--- config.mk ---
export PLATFORM = sky130hd
export DESIGN_NAME = request_queue
export DESIGN_NICKNAME = d
export VERILOG_FILES = /design/src/design/sim_host_pkg.sv /design/src/design/request_queue.sv
export SDC_FILE = /design/constraint.sdc
export NUM_CORES = 1
export LEC_CHECK = 0
export BUFFER_PORTS_ARGS = -buffer_cell sky130_fd_sc_hd__buf_2
export CORE_AREA = 2 2 39 41
export CTS_BUF_LIST = sky130_fd_sc_hd__clkbuf_8
export DETAILED_ROUTE_END_ITERATION = 10
export DIE_AREA = 0 0 41 43
export PLACE_DENSITY = 0.49
export SYNTH_ARGS = -nofsm -noshare
export SYNTH_HDL_FRONTEND = slang
export SYNTH_SLANG_ARGS = --single-unit
--- constraint.sdc ---
create_clock -name clk_i -period 2.1 [get_ports clk_i]
set_clock_uncertainty 0.15 [all_clocks]
set_input_delay 0.525 -clock clk_i [delete_from_list [all_inputs] [get_ports clk_i]]
set_output_delay 0.525 -clock clk_i [all_outputs]
set_load 0.01 [all_outputs]
--- src/design/sim_host_pkg.sv ---
// Shared definitions for the host-side memory subsystem
// Bus widths, RAM geometry and queue sizing
// Address map and host register offsets
// Request and response structs for the loader and core ports

`default_nettype none

package sim_host_pkg;

  // Bus widths
  localparam int ADDR_W = 16;
  localparam int DATA_W = 32;

  // Backing RAM geometry, indexed by the low address bits
  localparam int RAM_WORDS  = 1024;
  localparam int RAM_ADDR_W = 10;

  // Host control block sizing
  localparam int NUM_CORES = 4;
  localparam int NUM_TRACE = 8;
  localparam int RT_DIV    = 8;
  localparam int RT_PRE_W  = $clog2(RT_DIV);

  // Request queue sizing
  localparam int QUEUE_DEPTH = 2;
  localparam int QUEUE_PTR_W = $clog2(QUEUE_DEPTH);
  localparam int QUEUE_CNT_W = $clog2(QUEUE_DEPTH + 1);

  // Address map, top address bit picks the host block over RAM
  localparam int HOST_SEL_BIT = 15;
  localparam int HOST_OFS_W   = HOST_SEL_BIT;

  // Host register word offsets
  localparam logic [HOST_OFS_W-1:0] REG_FINISH  = 'd0;
  localparam logic [HOST_OFS_W-1:0] REG_TRACE   = 'd1;
  localparam logic [HOST_OFS_W-1:0] REG_RT_TIME = 'd2;

  // Loader write, always a store
  typedef struct packed {
    logic [ADDR_W-1:0] addr;
    logic [DATA_W-1:0] data;
  } load_pkt_t;

  // Core memory command
  typedef struct packed {
    logic              wr;
    logic [ADDR_W-1:0] addr;
    logic [DATA_W-1:0] data;
  } mem_cmd_t;

  // Routed request toward RAM or the host block
  typedef struct packed {
    logic              wr;
    logic [ADDR_W-1:0] addr;
    logic [DATA_W-1:0] data;
  } mem_req_t;

  // Core response, zero data for writes
  typedef struct packed {
    logic [DATA_W-1:0] data;
  } mem_resp_t;

endpackage

`default_nettype wire

--- src/design/request_queue.sv ---
// Small circular FIFO for strobed requests of one port
// Payload type is a parameter so both ports share this block
// A push into a full queue is dropped

`default_nettype none

module request_queue #(
  parameter type payload_t = logic
) (
  input  wire logic clk_i,
  input  wire logic reset_i,
  input  wire logic push_i,
  input  payload_t  data_i,
  input  wire logic pop_i,
  output payload_t  head_o,
  output logic      valid_o
);

  payload_t mem_q [sim_host_pkg::QUEUE_DEPTH];

  logic [sim_host_pkg::QUEUE_PTR_W-1:0] wr_ptr_q;
  logic [sim_host_pkg::QUEUE_PTR_W-1:0] rd_ptr_q;
  logic [sim_host_pkg::QUEUE_CNT_W-1:0] count_q;
  logic                                 do_push;
  logic                                 do_pop;

  assign do_push = push_i && (count_q != sim_host_pkg::QUEUE_DEPTH);
  assign do_pop  = pop_i && (count_q != '0);

  always_ff @(posedge clk_i)
  begin
    if (reset_i)
    begin
      wr_ptr_q <= '0;
      rd_ptr_q <= '0;
      count_q  <= '0;
    end
    else
    begin
      if (do_push)
      begin
        wr_ptr_q <= (wr_ptr_q == sim_host_pkg::QUEUE_DEPTH - 1) ? '0 : wr_ptr_q + 1'b1;
      end
      if (do_pop)
      begin
        rd_ptr_q <= (rd_ptr_q == sim_host_pkg::QUEUE_DEPTH - 1) ? '0 : rd_ptr_q + 1'b1;
      end
      // Simultaneous push and pop leaves the count alone
      if (do_push && !do_pop)
      begin
        count_q <= count_q + 1'b1;
      end
      else if (do_pop && !do_push)
      begin
        count_q <= count_q - 1'b1;
      end
    end
  end

  always_ff @(posedge clk_i)
  begin
    if (do_push)
    begin
      mem_q[wr_ptr_q] <= data_i;
    end
  end

  assign head_o  = mem_q[rd_ptr_q];
  assign valid_o = (count_q != '0);

endmodule

`default_nettype wire

==> results.txt <==
Largest stage delay, worst path: 0.35 ns
Post-CTS setup buffer count: 0
Mux cell area share after synthesis: 0.0386
Die area: 1760 µm²
Synth Area in Compound Gates: 0.0944
Clk Tree Root Cell: clkbuf_8
Levels on crit path: 6
Initial antenna violation count: 0
Crit path launch type: flip-flop
Worst-margin pin slew: 0.296 ns
Yosys cell types: 15
Maximum VDD drop: 0.522 mV
Post-synthesis sequential area ratio: 0.549
Fmax: 0.590 GHz
Largest net degree at the start of global routing: 6
Minimum clock period: 1.69 ns
Worst Path Arrival: 1.70 ns
Status: finished, final reports clean
Gpl congestion: 0.594
Sink Count: 7
Seq pwr share: 0.373
Number of buffers created by CTS: 3
# diodes: 0
Core ar.: 1380 µm²
I/O Buffers: 6
Residual DRC: 0
Final Cycle Share: 0.807
Static leakage: 0.182 nW
Crit path cell chain: nand2b_1, nand2_1, inv_1, ha_1, or3_1, a21oi_1
Vias in the first global route: 179
CP Capture Type: flip-flop
Psw: 0.000164 W
Power density cells: 1430 nW/µm²
Clock H-tree levels: 1
Post-synthesis register bit count: 7
Clk buf depth: 2
Area of the mapped netlist: 292 µm²
Sw Ratio: 0.297
Syn Inst Count: 29
CTS tree: built
First-pass GRT wire length: 731 µm
Synth Area in XOR/XNOR: 0.0901
Largest family of logic cells by synthesized area: simple AND/OR/NAND/NOR gates
Layout cells sized above 1: 0.282
Initial Utilization: 0.211
Die W: 41 µm
Mapped Nets: 35
Vias: 217
Final Hold Fails: 0
Critical path data required time: 2.11 ns
Detail Route Antenna Nets: 0
# IOs: 7
Final setup fails: 0
R2R cell count: 6
Worst hold path type: in -> reg
Chip Height: 43 µm
Final nets: 46
Hold-fix buffers, CTS: 0
CP max-delay cell: or3_1
WL final: 482 µm
Simple-gate share of the synthesized area: 0.146
Crit path buffers/inverters: 1
Critical setup path kind: reg -> reg
Hold Path Depth: 1
Layout area overhead: 32.6%
Average vias per placed instance: 3.95
Syn Area/Cell: 10.1 µm²
Max-slew violations: 0
# rows: 14
Area share of fa/ha/maj cells after synthesis: 0.0429
Setup_tns: 0 ns
Hold slack final: 0.344 ns
CP Max Fanout: 5
DR iter-0 viols: 6
Clk Latency, worst-skew pair: 0.22 ns
Slew margin rel.: 0.801
Overall routing resource usage: 0.0705
DRT Pass-1 Iters: 2
RSZ-0062 raised after global routing: false
Pint: 0.000388 W
DR WL/cell: 8.76 µm
Top delay family on crit path: simple AND/OR/NAND/NOR gates
Comb pwr share: 0.299
Clock share of power: 0.328
Max Cap Viol: 0
Total congestion overflow: 0
Post-cts gate resize count: 0
Worst-path clk slew: 0.04 ns
Synth warn: 0
## cell families after synthesis
group,count (synthesis)
flip-flops,7
AO/OA/AOI/OAI,5
adder cells (fa/ha/maj),1
XOR/XNOR,3
AND/OR/NAND/NOR,9
multiplexers,1
buffers and inverters,3
## final timing paths
check	start	endpoint	slack, ns
max	count_q[0]$_SDFFE_PP0P_	count_q[1]$_SDFFE_PP0P_	0.41
min	data_i	mem_q[0]$_DFFE_PP_	0.34
max reg2reg	count_q[0]$_SDFFE_PP0P_	count_q[1]$_SDFFE_PP0P_	0.41
min reg2reg	rd_ptr_q$_SDFFE_PP0P_	flip-flop	0.35
## power groups by stage
stage / logic [W] / clock network, W / registers (W)
after floorplan: 0.000128 / 0 / 0.000202
after global placement: 0.000164 / 0 / 0.000209
after detailed placement: 0.000164 / 0 / 0.000210
after CTS: 0.000168 / 0.000190 / 0.000206
after global routing: 0.000187 / 0.000196 / 0.000212
final: 0.000165 / 0.000181 / 0.000206
## cell type report
class | instances | area [µm²]
clock buffer | 3 | 41.3
clock inverter | 1 | 3.75
fill | 154 | 997
inverter | 3 | 11.3
multi-input combinational | 19 | 120
sequential | 7 | 160
tap | 16 | 20.0
timing repair buffer | 6 | 30.0
## synth_stat cells
cell | n | share of area
edfxtp_1 | 2 | 0.21
o21ai_0 | 2 | 0.034
nand3_1 | 1 | 0.017
nor2_1 | 4 | 0.051
inv_1 | 3 | 0.039
mux2_2 | 1 | 0.039
or2_2 | 1 | 0.021
xor2_1 | 3 | 0.090
nand2_1 | 1 | 0.013
dfxtp_1 | 5 | 0.34
a21o_1 | 1 | 0.026
a21oi_1 | 2 | 0.034
ha_1 | 1 | 0.043
or3_1 | 1 | 0.021
nand2b_1 | 1 | 0.021
## placed cells by master (no fill, tap or decap), types with 2 or more instances in the layout
cell      netlist  routed
a21oi_1         2       2
nor2_1          4       4
clkbuf_8        0       3
dfxtp_1         5       5
buf_2           0       6
inv_1           3       4
o21ai_0         2       2
xor2_1          3       3
edfxtp_1        2       2
## per-layer routing
metal  global-route usage  part of all wire  up-vias  routed length (µm)
met2               0.0875              0.42        9                 202
met3               0.0785              0.12        0                  60
li1                     -                 -      114                   -
met1               0.0779              0.45       94                 219
met5                    0                 0        -                   0
met4               0.0200                 0        0                   0
## worst register-to-register path: stages, from the launching register on
cell	delay, ns
dfxtp_1	0.34
nand2b_1	0.18
nand2_1	0.10
inv_1	0.05
ha_1	0.32
or3_1	0.35
a21oi_1	0.14
## stage by stage
step | total power, W | util | setup WS (ns) | cells | area [µm²]
floorplan | 0.000330 | - | 0.470 | 29 | 292
global placement | 0.000373 | 0.247 | 0.305 | 51 | 342
detailed placement | 0.000374 | 0.247 | 0.321 | 51 | 342
CTS | 0.000564 | 0.279 | 0.391 | 55 | 387
global route | 0.000596 | 0.279 | 0.280 | 55 | 387
finish | 0.000553 | 0.279 | 0.405 | 55 | 387
Note: power is estimated with default switching activity, not from simulation.
