### src/design/sim_host_pkg.sv
// Shared definitions for the host-side memory subsystem
// Bus widths, RAM geometry and queue sizing
// Address map and host register offsets
// Request and response structs for the loader and core ports

`default_nettype none

package sim_host_pkg;

  // Bus widths
  localparam int ADDR_W = 16;
  localparam int DATA_W = 32;

  // Backing RAM geometry, indexed by the low address bits
  localparam int RAM_WORDS  = 1024;
  localparam int RAM_ADDR_W = 10;

  // Host control block sizing
  localparam int NUM_CORES = 4;
  localparam int NUM_TRACE = 8;
  localparam int RT_DIV    = 8;
  localparam int RT_PRE_W  = $clog2(RT_DIV);

  // Request queue sizing
  localparam int QUEUE_DEPTH = 2;
  localparam int QUEUE_PTR_W = $clog2(QUEUE_DEPTH);
  localparam int QUEUE_CNT_W = $clog2(QUEUE_DEPTH + 1);

  // Address map, top address bit picks the host block over RAM
  localparam int HOST_SEL_BIT = 15;
  localparam int HOST_OFS_W   = HOST_SEL_BIT;

  // Host register word offsets
  localparam logic [HOST_OFS_W-1:0] REG_FINISH  = 'd0;
  localparam logic [HOST_OFS_W-1:0] REG_TRACE   = 'd1;
  localparam logic [HOST_OFS_W-1:0] REG_RT_TIME = 'd2;

  // Loader write, always a store
  typedef struct packed {
    logic [ADDR_W-1:0] addr;
    logic [DATA_W-1:0] data;
  } load_pkt_t;

  // Core memory command
  typedef struct packed {
    logic              wr;
    logic [ADDR_W-1:0] addr;
    logic [DATA_W-1:0] data;
  } mem_cmd_t;

  // Routed request toward RAM or the host block
  typedef struct packed {
    logic              wr;
    logic [ADDR_W-1:0] addr;
    logic [DATA_W-1:0] data;
  } mem_req_t;

  // Core response, zero data for writes
  typedef struct packed {
    logic [DATA_W-1:0] data;
  } mem_resp_t;

endpackage

`default_nettype wire

### src/design/bus_arbiter.sv
// Round-robin arbiter between the loader and core request queues
// Routes the granted request to RAM or the host block by address
// Returns one response per core command, a cycle after its grant

`default_nettype none

module bus_arbiter (
  input  wire logic                                 clk_i,
  input  wire logic                                 reset_i,
  input  sim_host_pkg::load_pkt_t                   load_head_i,
  input  wire logic                                 load_valid_i,
  output logic                                      load_pop_o,
  input  sim_host_pkg::mem_cmd_t                    core_head_i,
  input  wire logic                                 core_valid_i,
  output logic                                      core_pop_o,
  output sim_host_pkg::mem_req_t                    req_o,
  output logic                                      ram_sel_o,
  output logic                                      host_sel_o,
  input  wire logic [sim_host_pkg::DATA_W-1:0]      ram_rdata_i,
  input  wire logic [sim_host_pkg::DATA_W-1:0]      host_rdata_i,
  output sim_host_pkg::mem_resp_t                   core_resp_o,
  output logic                                      core_resp_v_o
);

  logic                   grant_core;
  logic                   grant_load;
  logic                   to_host;
  logic                   last_core_q;
  sim_host_pkg::mem_req_t req;

  // Outstanding core response state
  logic resp_v_q;
  logic resp_host_q;
  logic resp_wr_q;

  // Core wins a tie only if the loader was served last
  always_comb
  begin
    grant_core = core_valid_i && (!load_valid_i || !last_core_q);
    grant_load = load_valid_i && !grant_core;
  end

  always_comb
  begin
    if (grant_core)
    begin
      req.wr   = core_head_i.wr;
      req.addr = core_head_i.addr;
      req.data = core_head_i.data;
    end
    else
    begin
      req.wr   = 1'b1;
      req.addr = load_head_i.addr;
      req.data = load_head_i.data;
    end
  end

  assign to_host    = req.addr[sim_host_pkg::HOST_SEL_BIT];
  assign req_o      = req;
  assign ram_sel_o  = (grant_core || grant_load) && !to_host;
  assign host_sel_o = (grant_core || grant_load) && to_host;
  assign load_pop_o = grant_load;
  assign core_pop_o = grant_core;

  always_ff @(posedge clk_i)
  begin
    if (reset_i)
    begin
      last_core_q <= 1'b0;
      resp_v_q    <= 1'b0;
    end
    else
    begin
      if (grant_core || grant_load)
      begin
        last_core_q <= grant_core;
      end
      resp_v_q <= grant_core;
    end
  end

  always_ff @(posedge clk_i)
  begin
    if (grant_core)
    begin
      resp_host_q <= to_host;
      resp_wr_q   <= core_head_i.wr;
    end
  end

  // Targets hold registered read data for exactly this cycle
  always_comb
  begin
    if (resp_wr_q)
    begin
      core_resp_o.data = '0;
    end
    else if (resp_host_q)
    begin
      core_resp_o.data = host_rdata_i;
    end
    else
    begin
      core_resp_o.data = ram_rdata_i;
    end
  end

  assign core_resp_v_o = resp_v_q;

endmodule

`default_nettype wire

### config.mk
export PLATFORM = sky130hd
export DESIGN_NAME = bus_arbiter
export DESIGN_NICKNAME = d
export VERILOG_FILES = /design/src/design/sim_host_pkg.sv /design/src/design/bus_arbiter.sv
export SDC_FILE = /design/constraint.sdc
export NUM_CORES = 1
export LEC_CHECK = 0
export BUFFER_PORTS_ARGS = -buffer_cell sky130_fd_sc_hd__buf_2
export CAP_MARGIN = 20
export CORE_AREA = 3 3 96 98
export DETAILED_ROUTE_END_ITERATION = 12
export DIE_AREA = 0 0 99 101
export GPL_ROUTABILITY_DRIVEN = 0
export SLEW_MARGIN = 0
export SYNTH_ARGS = -nofsm -noshare
export SYNTH_HDL_FRONTEND = slang
export SYNTH_SLANG_ARGS = --single-unit
### constraint.sdc
create_clock -name clk_i -period 1.5 [get_ports clk_i]
set_clock_uncertainty 0.2 [all_clocks]
set_input_delay 0.075 -clock clk_i [delete_from_list [all_inputs] [get_ports clk_i]]
set_output_delay 0.075 -clock clk_i [all_outputs]
set_load 0.1 [all_outputs]
==> run_results.csv <==
group,metric,value,unit
sta,hold_violations,0,
yosys,postSynthCellCount,139,
floorplanning,initial_core_util,14.53,%
floorplanning,ioPinCount,251,
sta,rsz0062_at_grt,"true",
cells_and_area,final_cell_area,5131,um^2
cells_and_area,drive_gt1_share,97.60,%
sta,report.final.slew_viol_count,0,
sta,period_needed,1.887,ns
route,vias_per_cell,4.240,
floorplanning,die_area,9999,um^2
worst_setup_path,worstReg2RegEnd,"resp_host_q",
yosys,synth.lib_cells_used.distinct,16,
route,drt-total-wl,8.962,mm
yosys,netlist_area,1242,um^2
worst_setup_path,path_class,"reg -> out",
yosys,synth_top_area_share,42.60,%
route,drtIter0Drc,7,
cells_and_area,antennaDiodeCount,0,
power_and_ir_drop,p_sw_share,55.04,%
worst_setup_path,cp_max_fo,8,
yosys,synth_edf_count,2,
global_routing,gr-usage-met3,3.599,%
sta,post-route-period-util,125.8,%
clocking,clockBufferDepth,2,
clocking,cts_max_level,1,
sta,worst_slew_pin_slew,0.5052,ns
global_routing,grt_max_degree,33,
worst_setup_path,rrSetupSlack,-0.13,ns
floorplanning,fp-row-count,34,
route,drc_errors,0,
min_path,whs_path_depth,4,
placed_design,io_buffers,250,
route,dr.pass1.iters,4,
clocking,clk_latency,0.22,ns
placed_design,hpwlAfterDp,6.656,mm
power_and_ir_drop,p_comb_share,90.3,%
yosys,ys_top_cells_by_count,"47 x mux2_2, 33 x mux2i_1, 32 x nor2_1, 4 x buf_2",
power_and_ir_drop,pwr-share-seq,3.5,%
clocking,root_buffer,"clkbuf_8",
floorplanning,die_h,101,um
job,cap_violations,0,
worst_setup_path,startpoint,"last_core_q",
global_routing,grt-ovfl-total,0,
worst_setup_path,cp.arrival,1.61,ns
run_status,status,"finished, violations left",
global_routing,grt-busiest-layer,"met2",
power_and_ir_drop,p_leak,2.437,nW
global_routing,grt_pass1_vias,2247,
yosys,synthArstFlopShare,0,%
yosys,yosysWarnings,0,
global_routing,grt_antenna_before_repair,0,
yosys,syn-num-nets,304,
worst_setup_path,critPathCapture,"req_o[44]",
yosys,synth_flop_cell,"edfxtp_1",
sta,fin_hold_ws,0.07568,ns
worst_setup_path,r2r-start,"last_core_q",
power_and_ir_drop,switching_power,0.002070,W
clocking,path_clk_slew,0.04,ns
sta,slew_headroom,66.55,%
power_and_ir_drop,clkPwrFrac,6.3,%
floorplanning,die_x,99,um
worst_setup_path,critPathRequiredTime,1.22,ns
placed_design,dpl_cell_area,3904,um^2
global_routing,use_met1,14.96,%
yosys,yosys_register_bits,4,
yosys,synth_area_leaders,"mux2_2 43%, mux2i_1 27%, nor2_1 9.7%, edfxtp_1 4.8%, dfxtp_1 3.2%",
power_and_ir_drop,powerDensity,733.0,nW/um^2
worst_setup_path,worst_r2r_path_depth,6,
route,wire_per_inst,17.07,um
yosys,avgSynthCellArea,8.938,um^2
clocking,clkSinkCount,4,
cells_and_area,fin_nets,584,
floorplanning,core,8551,um^2
clocking,cts_tree,"built",
worst_setup_path,startpoint_type,"register",
route,vias,2226,
yosys,synth_top_area_cell,"mux2_2",
worst_setup_path,end_kind,"output pin",
global_routing,grtUsageMet2,33.06,%
route,antenna_left,0,
clocking,cts_made_buffers,3,
placed_design,place_ws,-0.2092,ns
global_routing,grt_use_total,15.73,%
sta,fin_ws,-0.3872,ns
min_path,hp-class,"in -> reg",
power_and_ir_drop,power.internal,0.001691,W
sta,fmax,0.5299,GHz
yosys,synth-seq-area-share,8.056,%
sta,setup_viol,86,
global_routing,grt_pass1_wl,12.22,mm
yosys,synth.most_common_cell,"mux2_2",
power_and_ir_drop,vdd_drop_max,0.0003686,V
run_status,violations,"negative setup slack",
cells_and_area,syn_to_final_growth,313.0,%
power_and_ir_drop,power,0.003761,W
state kept, by name (all words and copies together), names as in the netlist:
register / count
last_core_q: 1
core_resp_v_o: 1
resp_host_q: 1
resp_wr_q: 1
worst min-delay path by stage:
| stage | from | endpoint | slack (ns) |
|---|---|---|---|
| floorplan | reset_i | last_core_q | -0.06 |
| global placement | reset_i | last_core_q | 0.06 |
| detailed placement | reset_i | last_core_q | 0.06 |
| CTS | core_valid_i | last_core_q | 0.08 |
| global route | core_valid_i | last_core_q | 0.09 |
| finish | core_valid_i | last_core_q | 0.08 |
worst max-delay path: stages (launching register included):
cell      delay, ns
dfxtp_2        0.33
a21boi_4       0.17
buf_12         0.14
buf_12         0.11
buf_16         0.13
mux2_4         0.32
buf_12         0.17
logic make-up (layout without fill, tap and decap cells):
| group | count (synthesis) | after routing | share of synthesized area (%) |
|---|---|---|---|
| AND/OR/NAND/NOR | 37 | 37 | 12.19 |
| multiplexers | 80 | 80 | 69.18 |
| flip-flops | 4 | 4 | 8.057 |
| AO/OA/AOI/OAI | 4 | 4 | 3.525 |
| buffers and inverters | 14 | 292 | 7.049 |
metrics by stage:
step / setup TNS [ns] / utilization (%) / std cells
3_3_place_gp: -5.490 / 45.65 / 496
2_1_floorplan: -6.000 / - / 139
6_report: -22.55 / 60.01 / 525
5_1_grt: -26.41 / 60.01 / 525
4_1_cts: -24.79 / 58.21 / 520
3_5_place_dp: -6.293 / 45.65 / 496
cell usage in the layout (no fill, tap or decap), drive strengths merged:
cell,synthesis,layout
nand2b,3,3
a21oi,1,1
inv,2,2
nor2b,1,1
mux2i,33,33
buf,9,284
edfxtp,2,2
clkbuf,3,4
and2,1,1
a32o,2,2
dlygate4sd3,0,2
nor2,32,32
mux2,47,47
dfxtp,2,2
a21boi,1,1
what timing repair did:
action,4_1_cts,5_1_grt
resized for setup,188,30
hold buffers,2,0
cloned,6,1
setup buffers,13,10
hold endpoints to repair,3,0
setup endpoints to repair,86,88
pin swaps,7,12
layout make-up:
| type | count | area, um^2 |
|---|---|---|
| inverters | 2 | 7.507 |
| clock buffers | 3 | 41.29 |
| flip-flops and latches | 4 | 101.3 |
| multi-input cells | 121 | 1782 |
| well taps | 108 | 135.1 |
| repair buffers | 287 | 3064 |
| fillers | 640 | 3420 |
routing by layer:
metal	up-vias	part of all wire, %
met4	0	1.7
met1	1014	29
met5	-	0
li1	1060	-
met2	142	60
met3	10	9.3
power groups by stage:
stage	clock (W)	sequential (W)	combinational [W]
6_report	0.000236	0.000130	0.00339
5_1_grt	0.000251	0.000130	0.00348
3_5_place_dp	0	0.000132	0.00280
3_3_place_gp	0	0.000132	0.00278
2_1_floorplan	0	0.000144	0.00192
4_1_cts	0.000233	0.000131	0.00333
Power figures use the tool's default switching activity.
