**config.mk**
```make
export PLATFORM = sky130hd
export DESIGN_NAME = host_ctrl
export DESIGN_NICKNAME = d
export VERILOG_FILES = /design/src/design/sim_host_pkg.sv /design/src/design/host_ctrl.sv
export SDC_FILE = /design/constraint.sdc
export NUM_CORES = 1
export LEC_CHECK = 0
export ABC_AREA = 1
export BUFFER_PORTS_ARGS = -buffer_cell sky130_fd_sc_hd__buf_2
export CORE_ASPECT_RATIO = 1.1
export CORE_MARGIN = 1.5
export CORE_UTILIZATION = 25
export CTS_CLUSTER_DIAMETER = 150
export CTS_CLUSTER_SIZE = 25
export DETAILED_ROUTE_END_ITERATION = 8
export SLEW_MARGIN = 20
export SYNTH_ARGS = -nofsm -noshare
export SYNTH_HDL_FRONTEND = slang
export SYNTH_SLANG_ARGS = --single-unit
```
**constraint.sdc**
```tcl
create_clock -name clk_i -period 1.76 [get_ports clk_i]
set_input_delay 0.088 -clock clk_i [delete_from_list [all_inputs] [get_ports clk_i]]
set_output_delay 0.088 -clock clk_i [all_outputs]
set_load 0.01 [all_outputs]
```
**src/design/sim_host_pkg.sv**
```systemverilog
// Shared definitions for the host-side memory subsystem
// Bus widths, RAM geometry and queue sizing
// Address map and host register offsets
// Request and response structs for the loader and core ports

`default_nettype none

package sim_host_pkg;

  // Bus widths
  localparam int ADDR_W = 16;
  localparam int DATA_W = 32;

  // Backing RAM geometry, indexed by the low address bits
  localparam int RAM_WORDS  = 1024;
  localparam int RAM_ADDR_W = 10;

  // Host control block sizing
  localparam int NUM_CORES = 4;
  localparam int NUM_TRACE = 8;
  localparam int RT_DIV    = 8;
  localparam int RT_PRE_W  = $clog2(RT_DIV);

  // Request queue sizing
  localparam int QUEUE_DEPTH = 2;
  localparam int QUEUE_PTR_W = $clog2(QUEUE_DEPTH);
  localparam int QUEUE_CNT_W = $clog2(QUEUE_DEPTH + 1);

  // Address map, top address bit picks the host block over RAM
  localparam int HOST_SEL_BIT = 15;
  localparam int HOST_OFS_W   = HOST_SEL_BIT;

  // Host register word offsets
  localparam logic [HOST_OFS_W-1:0] REG_FINISH  = 'd0;
  localparam logic [HOST_OFS_W-1:0] REG_TRACE   = 'd1;
  localparam logic [HOST_OFS_W-1:0] REG_RT_TIME = 'd2;

  // Loader write, always a store
  typedef struct packed {
    logic [ADDR_W-1:0] addr;
    logic [DATA_W-1:0] data;
  } load_pkt_t;

  // Core memory command
  typedef struct packed {
    logic              wr;
    logic [ADDR_W-1:0] addr;
    logic [DATA_W-1:0] data;
  } mem_cmd_t;

  // Routed request toward RAM or the host block
  typedef struct packed {
    logic              wr;
    logic [ADDR_W-1:0] addr;
    logic [DATA_W-1:0] data;
  } mem_req_t;

  // Core response, zero data for writes
  typedef struct packed {
    logic [DATA_W-1:0] data;
  } mem_resp_t;

endpackage

`default_nettype wire

```
**src/design/host_ctrl.sv**
```systemverilog
// Host control block registers
// Sticky per-core finish flags and trace-enable bits
// Free-running real-time counter stepping once every RT_DIV clocks
// Registered read data and registered finish and trace outputs

`default_nettype none

module host_ctrl (
  input  wire logic                               clk_i,
  input  wire logic                               reset_i,
  input  wire logic                               sel_i,
  input  sim_host_pkg::mem_req_t                  req_i,
  output logic [sim_host_pkg::DATA_W-1:0]         rdata_o,
  output logic [sim_host_pkg::NUM_CORES-1:0]      finish_o,
  output logic [sim_host_pkg::NUM_TRACE-1:0]      trace_en_o
);

  logic [sim_host_pkg::HOST_OFS_W-1:0] ofs;
  logic [sim_host_pkg::NUM_CORES-1:0]  finish_q;
  logic [sim_host_pkg::NUM_TRACE-1:0]  trace_q;
  logic [sim_host_pkg::NUM_CORES-1:0]  finish_out_q;
  logic [sim_host_pkg::NUM_TRACE-1:0]  trace_out_q;
  logic [sim_host_pkg::RT_PRE_W-1:0]   pre_q;
  logic [sim_host_pkg::DATA_W-1:0]     rt_time_q;
  logic [sim_host_pkg::DATA_W-1:0]     rdata_d;
  logic [sim_host_pkg::DATA_W-1:0]     rdata_q;

  assign ofs = req_i.addr[sim_host_pkg::HOST_OFS_W-1:0];

  always_ff @(posedge clk_i)
  begin
    if (reset_i)
    begin
      finish_q     <= '0;
      trace_q      <= '0;
      finish_out_q <= '0;
      trace_out_q  <= '0;
    end
    else
    begin
      if (sel_i && req_i.wr && ofs == sim_host_pkg::REG_FINISH)
      begin
        finish_q <= finish_q | req_i.data[sim_host_pkg::NUM_CORES-1:0];
      end
      if (sel_i && req_i.wr && ofs == sim_host_pkg::REG_TRACE)
      begin
        trace_q <= req_i.data[sim_host_pkg::NUM_TRACE-1:0];
      end
      finish_out_q <= finish_q;
      trace_out_q  <= trace_q;
    end
  end

  // Prescaler wraps after RT_DIV clocks and steps the counter
  always_ff @(posedge clk_i)
  begin
    if (reset_i)
    begin
      pre_q     <= '0;
      rt_time_q <= '0;
    end
    else if (pre_q == sim_host_pkg::RT_DIV - 1)
    begin
      pre_q     <= '0;
      rt_time_q <= rt_time_q + 1'b1;
    end
    else
    begin
      pre_q <= pre_q + 1'b1;
    end
  end

  always_comb
  begin
    rdata_d = '0;
    case (ofs)
      sim_host_pkg::REG_FINISH:  rdata_d[sim_host_pkg::NUM_CORES-1:0] = finish_q;
      sim_host_pkg::REG_TRACE:   rdata_d[sim_host_pkg::NUM_TRACE-1:0] = trace_q;
      sim_host_pkg::REG_RT_TIME: rdata_d = rt_time_q;
      default:                   rdata_d = '0;
    endcase
  end

  always_ff @(posedge clk_i)
  begin
    if (sel_i)
    begin
      rdata_q <= rdata_d;
    end
  end

  assign rdata_o    = rdata_q;
  assign finish_o   = finish_out_q;
  assign trace_en_o = trace_out_q;

endmodule

`default_nettype wire

```
==> qor.csv, run 1 <==
metric;value;unit
status;complete, no violations;
commonest non-fill, non-tap cell in the layout;nand2_1;
largest net degree at the start of global routing;33;
Util after Layout;31.6;%
die height;136;um
Worst Setup End Kind;flop;
Top Usage Layer GRT;met2;
dominant cell type by area after synthesis;dfxtp_1;
Filler Cell Count;1713;
commonest cells after routing, fill and taps aside;94 x nand2_1, 87 x nor2_1, 75 x inv_1;
Rows;48;
top cells by area, synth;dfxtp_1 29%, edfxtp_1 24%, nand2_1 8.8%;
DRT iter0 DRCs;211;
Primary FF master, synth;dfxtp_1;
detailed-route via count;3352;
crit-path max FO;7;
CP startpoint kind;flop;
Post-synth EDFFs;32;
Die W;124;um
met2 usage;18.0;%
asr flop ratio synth;0;%
clock tree buffer depth;2;
Slew headroom;76.2;%
required time of the critical path;2.00;ns
global-route wire length before repair;14.9;mm
multi-input logic area;1530;um2
Tmin final;1.62;ns
Vias/cell;4.26;
GRT Util Overall;11.6;%
Worst-path clk slew;0.06;ns
Yosys reg bits;91;
period utilization;92.0;%
FMAX;617;MHz
max cap viols;0;
Boundary Pins;96;
synthesized area per cell;8.06;um2
Leak;1.99;nW
setup TNS;0;ns
vias in the first global route;3150;
Placement Setup Slack;0.144;ns
Routed wire per std cell;11.6;um
residual DRC count;0;
fraction of layout cells with a size suffix above 1;22.1;%
ANT nets after route;0;
Worst Slack Setup Final;0.140;ns
register area;2140;um2
dpl hpwl;6.73;mm
total grt overflow;0;
Pre-antenna DRT Iters;4;
pwr dens;843;nW/um2
critical path class;reg2reg;
syn nets;554;
Area Overhead vs Synth;23.5;%
Final GP Congestion;0.825;
Layout Skew;0.0117;ns
core area;15700;um2
post-synthesis sequential area ratio;53.3;%
Finished Layout Cells;787;
diode count;0;
M1 GR Usage;15.0;%
CTS Sinks;91;
# setup viols final;0;
CTS tree;built;
CTS buffer count;9;
Ys Warns;0;
initial cell density of the core;25.6;%
Yosys cell types;29;
worst skew pair latency;0.35;ns
H-tree levels;3;
Mapped Cells;499;
Slew Viols, Final;0;
mapped cell area;4020;um2
Slew @ Worst Pin;0.356;ns
Synth top area share;29.4;%
die area;16900;um2
drt total wl;9.11;mm
Worst Path Arrival;1.86;ns
Hold WC Path Type;in2reg;
M3 GR Usage;3.40;%
Peak VDD IR;0.484;mV
root buf cell;clkbuf_16;
Hold Fails Final Rpt;0;
initial antenna violation count;0;
dpl cells;767;
Final #Nets;637;
IO buf count;70;
[per-layer routing]
metal  routed length [um]  vias up
met5                    0        -
met4                  130        0
met3                  479       10
met2                 4220       83
met1                 4280     1490
li1                     -     1769
[logic make-up after synthesis]
group	synth area share, %
and+or+nand+nor	31.7
buffers and inverters	8.68
adders and majority gates	0.933
AOI/OAI and AO/OA	5.04
xor gates and xnor gates	0.436
DFF	53.3
[report_power, final]
group | switching (mW) | internal, mW
Clock | 0.783 | 1.05
Combinational | 0.0918 | 0.0594
Sequential | 0.00781 | 2.20
Total | 0.883 | 3.30
[synth_stat cells, types with 3 or more instances]
library cell,instances
a21oi_1,21
buf_2,3
clkbuf_1,7
dfxtp_1,59
edfxtp_1,32
ha_1,3
inv_1,75
inv_2,4
nand2_1,94
nand2_2,6
nand3_1,30
nand3_2,3
nand4_1,21
nor2_1,87
nor2_2,14
nor2_4,6
nor3_1,8
o21ai_0,10
o22ai_1,4
[registers in the layout, indices dropped and copies added, names as in the netlist]
name	count
finish_q	4
pre_q	3
trace_en_o	8
trace_q	8
rt_time_q	32
rdata_o	32
finish_o	4
[worst paths after layout]
kind | startpoint | end | slack (ns) | cells after the start
setup / recovery | pre_q[0]$_SDFF_PP0_ | rt_time_q[17]$_SDFFE_PP0P_ | 0.14 | 10
hold / removal | req_i[0] | finish_q[0]$_SDFFE_PP0P_ | 0.02 | 3
setup reg to reg | pre_q[0]$_SDFF_PP0_ | rt_time_q[17]$_SDFFE_PP0P_ | 0.14 | 10
hold reg to reg | pre_q[0]$_SDFF_PP0_ | pre_q[0]$_SDFF_PP0_ | 0.43 | 1
[cell type report]
type	instances	share of cell area, %
Timing Repair Buffer	83	9.17
Tap cell	200	5.04
Multi-Input combinational cell	317	30.9
Clock buffer	13	5.27
Sequential cell	91	43.1
Inverter	80	6.05
Clock inverter	3	0.454
[stage by stage]
step / total power [mW] / hold slack [ns] / area [um2]
4_1_cts: 4.27 / 0.0119 / 4960
5_1_grt: 4.39 / 0.0234 / 4970
6_report: 4.19 / 0.0250 / 4970
3_5_place_dp: 2.40 / 0.339 / 4640
3_3_place_gp: 2.40 / 0.337 / 4640
2_1_floorplan: 2.31 / 0.200 / 4020
[worst max-delay path, stage by stage (launching register included)]
cell and delay [ns]:
dfxtp_1 0.33, ha_1 0.16, ha_2 0.24, nand2_1 0.06, nor2_1 0.14, nand2_1 0.11
nor2_4 0.17, buf_4 0.14, nand3_1 0.05, nand2_1 0.06, nor2_1 0.04
[repair_timing]
item | CTS | global route
hold endpoints to repair | 3 | 0
setup buffers | 0 | 1
endpoints found under the setup margin | 0 | 3
gates resized for setup | 0 | 1
hold buffers | 3 | 0
No activity file was read; power rests on OpenSTA's default activity.
==> run 2, diff against run 1 <==
Settings changed: ABC_AREA 1 to unset.
==> qor.csv, run 2 <==
metric;value;unit;change
status;finished with violations;;
failing checks;setup timing;;
FMAX;532;MHz;-14%
Synth top area share;31.9;%;+2.5 points
fraction of layout cells with a size suffix above 1;36.4;%;+14 points
GRT Util Overall;11.6;%;about the same
initial antenna violation count;0;;unchanged
period utilization;107;%;+15 points
commonest cells after routing, fill and taps aside;70 x buf_2, 43 x dfxtp_1, 38 x buf_4;;
met3 wire length;425;um;-11%
ANT nets after route;0;;unchanged
most numerous cell in the Yosys netlist;dfxtp_1;;
multi-input logic area;1550;um2;+0.82%
Area after DPL;4550;um2;-1.9%
largest net degree at the start of global routing;60;;+82%
initial cell density of the core;25.6;%;+0.063 points
clock tree buffer depth;2;;unchanged
top cells by area, synth;dfxtp_1 32%, edfxtp_1 26%, and3_1 4.6%;;
Layout Skew;0.00872;ns;-0.00299 ns
Area Overhead vs Synth;35.9;%;
total power;4.41;mW;+5.4%
Hold WC Path Type;in2reg;;
mapped cell area;3700;um2;-8.0%
diode count;0;;unchanged
post-synthesis sequential area ratio;57.9;%;+4.6 points
register area;2180;um2;+1.6%
dpl hpwl;5.99;mm;-11%
CP startpoint kind;flop;;
detailed-route via count;2999;;-11%
critical path class;reg2reg;;
CTS tree;built;;
pwr dens;877;nW/um2;+4.0%
Primary FF master, synth;dfxtp_1;;
Die W;119;um;-4.0%
Rows;46;;-4.2%
global-route wire length before repair;14.4;mm;-2.9%
Slew headroom;66.1;%;-10 points
top post-synthesis cells by count;59 x dfxtp_1, 32 x edfxtp_1, 31 x a21oi_1;;
Finished Layout Cells;653;;-17%
Worst Slack Setup Final;-0.121;ns;-0.261 ns
reg2reg path depth;7;;-3
root buf cell;clkbuf_16;;
Routed wire per std cell;13.6;um;+18%
CTS buffer count;9;;unchanged
dominant cell type by area after synthesis;dfxtp_1;;
syn nets;411;;-26%
drt total wl;8.90;mm;-2.3%
Tmin final;1.88;ns;+0.261 ns
commonest non-fill, non-tap cell in the layout;buf_2;;
max cap viols;0;;unchanged
Worst Hold Path Cells;3;;unchanged
dpl cells;631;;-18%
Filler Cell Count;1434;;-16%
Yosys reg bits;91;;unchanged
Worst Path Arrival;2.15;ns;+0.29 ns
H-tree levels;3;;unchanged
Ys Warns;0;;unchanged
Worst-path clk slew;0.06;ns;about the same
setup TNS;-0.937;ns;-0.937 ns
met2 WL;4.36;mm;+3.3%
Leak;1.97;nW;-0.90%
asr flop ratio synth;0;%;unchanged
total grt overflow;0;;unchanged
launch point of the worst path;pre_q[1]$_SDFF_PP0_;;
IO buf count;70;;unchanged
die height;131;um;-4.0%
Mapped Cells;356;;-29%
Hold Fails Final Rpt;0;;unchanged
Slew Viols, Final;0;;unchanged
DRT iter0 DRCs;132;;-37%
Max Used Layer;met4;;
Slew @ Worst Pin;0.507;ns;+0.151 ns
WL met1;4.04;mm;-5.7%
# setup viols final;14;;+14
Vias/cell;4.59;;+7.8%
Util after Layout;34.8;%;+3.3 points
Final GP Congestion;0.738;;-11%
vias in the first global route;2952;;-6.3%
worst r2r src;pre_q[1]$_SDFF_PP0_;;
required time of the critical path;2.03;ns;+0.03 ns
worst skew pair latency;0.33;ns;-0.02 ns
Pre-antenna DRT Iters;4;;unchanged
Post-synth EDFFs;32;;unchanged
RSZ-0062 raised after global routing;true;;
CTS Sinks;91;;unchanged
Post-Layout Inst Area;5030;um2;+1.3%
crit-path max FO;8;;+1
Final #Nets;511;;-20%
hold_sp;req_i[7];;
die area;15500;um2;-7.8%
Peak VDD IR;0.403;mV;-17%
core area;14400;um2;-8.2%
synthesized area per cell;10.4;um2;+29%
Worst Setup End Kind;flop;;
Yosys cell types;30;;+3.4%
residual DRC count;0;;unchanged
hold buffer count at cts;0;;-3
Boundary Pins;96;;unchanged
-- run 2: final timing paths --
kind / to / slack, ns
setup reg to reg: rt_time_q[30]$_SDFFE_PP0P_ / -0.12
hold / removal: trace_q[7]$_SDFFE_PP0P_ / 0.006
setup / recovery: rt_time_q[30]$_SDFFE_PP0P_ / -0.12
hold reg to reg: pre_q[0]$_SDFF_PP0_ / 0.43
-- run 2: layer usage --
metal,vias up,GRT usage [%]
met5,-,0
met4,0,2.83
met3,7,3.21
met2,75,20.1
met1,1399,14.3
li1,1518,-
-- run 2: what timing repair did --
action | CTS | global route
setup buffers | 4 | 1
cloned | 1 | 0
endpoints found under the setup margin | 15 | 20
pin swaps | 7 | 13
resized for setup | 12 | 18
-- run 2: kinds of logic after synthesis --
family / count (synthesis) / share of synthesized area, %
DFF: 91 / 57.9
and+or+nand+nor: 148 / 23.5
buffers and inverters: 31 / 3.38
xor gates and xnor gates: 12 / 2.84
muxes: 5 / 1.35
AOI/OAI and AO/OA: 66 / 10.1
adders and majority gates: 3 / 1.01
-- run 2: power breakdown --
| group | internal, mW | switching, mW | total [mW] |
|---|---|---|---|
| registers | 2.19 | 0.0126 | 2.21 |
| logic | 0.0622 | 0.104 | 0.166 |
| clock network | 1.25 | 0.795 | 2.04 |
| total | 3.50 | 0.911 | 4.41 |
-- run 2: per-stage QoR --
stage	hold slack, ns	setup WS [ns]
floorplan	0.200	-0.0490
global placement	0.354	-0.0809
detailed placement	0.356	-0.107
CTS	0.0000783	-0.0936
global route	0.00285	-0.190
finish	0.00572	-0.121
-- run 2: worst max-delay path: stages, from the launching register on --
cell,delay [ns]
dfxtp_2,0.34
ha_4,0.14
ha_4,0.12
and4_4,0.20
nand4_1,0.19
buf_6,0.20
or4_1,0.50
a21oi_1,0.13
-- run 2: final cells by class --
type / count / share of cell area [%]
clock buffer: 10 / 4.55
clock inverter: 6 / 1.74
inverter: 5 / 0.373
multi-input combinational: 234 / 30.7
sequential: 91 / 43.3
tap: 192 / 4.77
timing repair buffer: 115 / 14.5
==> run 3, diff against run 2 <==
Settings changed: BUFFER_PORTS_ARGS -buffer_cell sky130_fd_sc_hd__buf_2 to -buffer_cell sky130_fd_sc_hd__buf_4.
Clock period 1.76 ns to 2 ns, I/O delays scaled along.
==> qor.csv, run 3 (synthesis gave the netlist of run 2 again) <==
metric;value;unit;change
CTS Sinks;91;;unchanged
Die W;119;um;unchanged
Boundary Pins;96;;unchanged
Layout Skew;0.00775;ns;-0.000972 ns
drt total wl;8.63;mm;-3.0%
ANT nets after route;0;;unchanged
Routed wire per std cell;13.5;um;-1.1%
CP Buf/Inv Count;1;;unchanged
worst skew pair latency;0.35;ns;+0.02 ns
Slew headroom;58.1;%;-8.0 points
clock tree buffer depth;2;;unchanged
H-tree levels;3;;unchanged
dpl cells;618;;-2.1%
RSZ-0062 raised after global routing;true;;
residual DRC count;0;;unchanged
Worst Slack Setup Final;0.0480;ns;+0.169 ns
Worst-path clk slew;0.07;ns;about the same
Filler Cell Count;1437;;+0.21%
CTS buffer count;9;;unchanged
total grt overflow;0;;unchanged
commonest cells after routing, fill and taps aside;100 x buf_4, 52 x dfxtp_1, 32 x edfxtp_1;;
Crit path largest cell delay;0.56;ns;+0.06 ns
Post-Layout Inst Area;5040;um2;+0.25%
initial cell density of the core;25.6;%;unchanged
Vias/cell;4.68;;+1.9%
Leak;1.93;nW;-2.0%
Rows;46;;unchanged
critical path's top delay family;simple AND/OR/NAND/NOR gates;;
CTS tree;built;;
diode count;0;;unchanged
Slew Viols, Final;0;;unchanged
detailed-route via count;2994;;-0.17%
status;complete, no violations;;
Crit-path slowest cell;or4_4;;
Peak VDD IR;0.411;mV;+2.1%
core area;14400;um2;unchanged
Worst Path Arrival;2.23;ns;+0.08 ns
Pre-antenna DRT Iters;4;;unchanged
fraction of layout cells with a size suffix above 1;32.8;%;-3.6 points
CP cell instances;nand4_1, or4_4, buf_12, or4_1, a21oi_2;;
die height;131;um;unchanged
pwr dens;753;nW/um2;-14%
Placement Setup Slack;0.00362;ns;+0.110 ns
Final #Nets;498;;-2.5%
multi-input logic area;1560;um2;+0.73%
period utilization;97.6;%;-9.3 points
total power;3.80;mW;-14%
Slew @ Worst Pin;0.629;ns;+0.122 ns
dpl hpwl;5.61;mm;-6.3%
commonest non-fill, non-tap cell in the layout;buf_4;;
Finished Layout Cells;640;;-2.0%
Tmin final;1.95;ns;+0.0709 ns
Area after DPL;4560;um2;about the same
largest net degree at the start of global routing;60;;unchanged
IO buf count;70;;unchanged
FMAX;512;MHz;-3.6%
root buf cell;clkbuf_16;;
CP startpoint kind;flop;;
required time of the critical path;2.28;ns;+0.25 ns
global-route wire length before repair;13.1;mm;-9.3%
critical path class;reg2reg;;
Area Overhead vs Synth;36.2;%;
Worst Setup End Kind;flop;;
Hold WC Path Type;in2reg;;
max cap viols;0;;unchanged
setup TNS;0;ns;+0.937 ns
Final GP Congestion;0.747;;+1.2%
crit-path max FO;15;;+7
# setup viols final;0;;-14
die area;15500;um2;unchanged
register area;2150;um2;-1.2%
Hold Fails Final Rpt;0;;unchanged
vias in the first global route;2733;;-7.4%
GRT Util Overall;10.6;%;-0.94 points
initial antenna violation count;0;;unchanged
DRT iter0 DRCs;205;;+55%
==> run 3: cell types whose count changed in the layout (fill, tap and decap cells not counted), moves of 6 or more <==
cell	before	now
buf_2	70	0
buf_4	38	100
dfxtp_1	43	52
dfxtp_4	6	0
o31ai_1	11	3
o31ai_2	0	6
==> run 3: worst reg2reg max path, stage by stage, from the launching register on <==
cell     delay [ns]
dfxtp_1        0.34
nand4_1        0.17
or4_4          0.56
buf_12         0.17
or4_1          0.50
a21oi_2        0.15
==> run 3: layer usage <==
layer  GRT usage, %  vias to the layer above  wire (um)
li1               -                     1486          -
met5              0                        -          0
met3           2.13                       14        450
met2           17.1                       54       4320
met4           6.38                        0        180
met1           13.3                     1440       3680
==> run 3: cell type report <==
type                    instances  share of cell area [%]
clock inverters                 7                    1.36
repair buffers                102                    15.5
flip-flops and latches         91                    42.6
clock buffers                   9                    4.47
well taps                     192                    4.76
inverters                       5                   0.372
multi-input cells             234                    30.9
==> run 3: per-stage QoR <==
stage | hold WS (ns) | util, %
final | 0.0136 | 34.9
after global routing | 0.0313 | 34.9
after CTS | 0.00602 | 33.6
after detailed placement | 0.363 | 31.5
after global placement | 0.353 | 31.5
after floorplan | 0.212 | -
==> run 3: where the power goes <==
part / internal [mW] / switching (mW) / leakage (nW)
clock: 0.963 / 0.723 / 0.143
sequential: 1.94 / 0.0114 / 0.809
combinational: 0.0745 / 0.0881 / 0.977
total: 2.98 / 0.823 / 1.93
==> run 3: repair_timing <==
item | CTS | global route
gates cloned | 0 | 2
setup endpoints to repair | 6 | 10
pin swaps | 0 | 14
resized for setup | 4 | 36
setup buffers | 0 | 4
hold buffers | 0 | 0
==> run 3: final timing paths <==
check	startpoint	to	slack, ns	cells past startpoint
setup / recovery	rt_time_q[10]$_SDFFE_PP0P_	rt_time_q[23]$_SDFFE_PP0P_	0.05	5
hold / removal	req_i[1]	finish_q[1]$_SDFFE_PP0P_	0.01	3
setup reg to reg	rt_time_q[10]$_SDFFE_PP0P_	rt_time_q[23]$_SDFFE_PP0P_	0.05	5
hold reg to reg	pre_q[0]$_SDFF_PP0_	pre_q[0]$_SDFF_PP0_	0.44	1
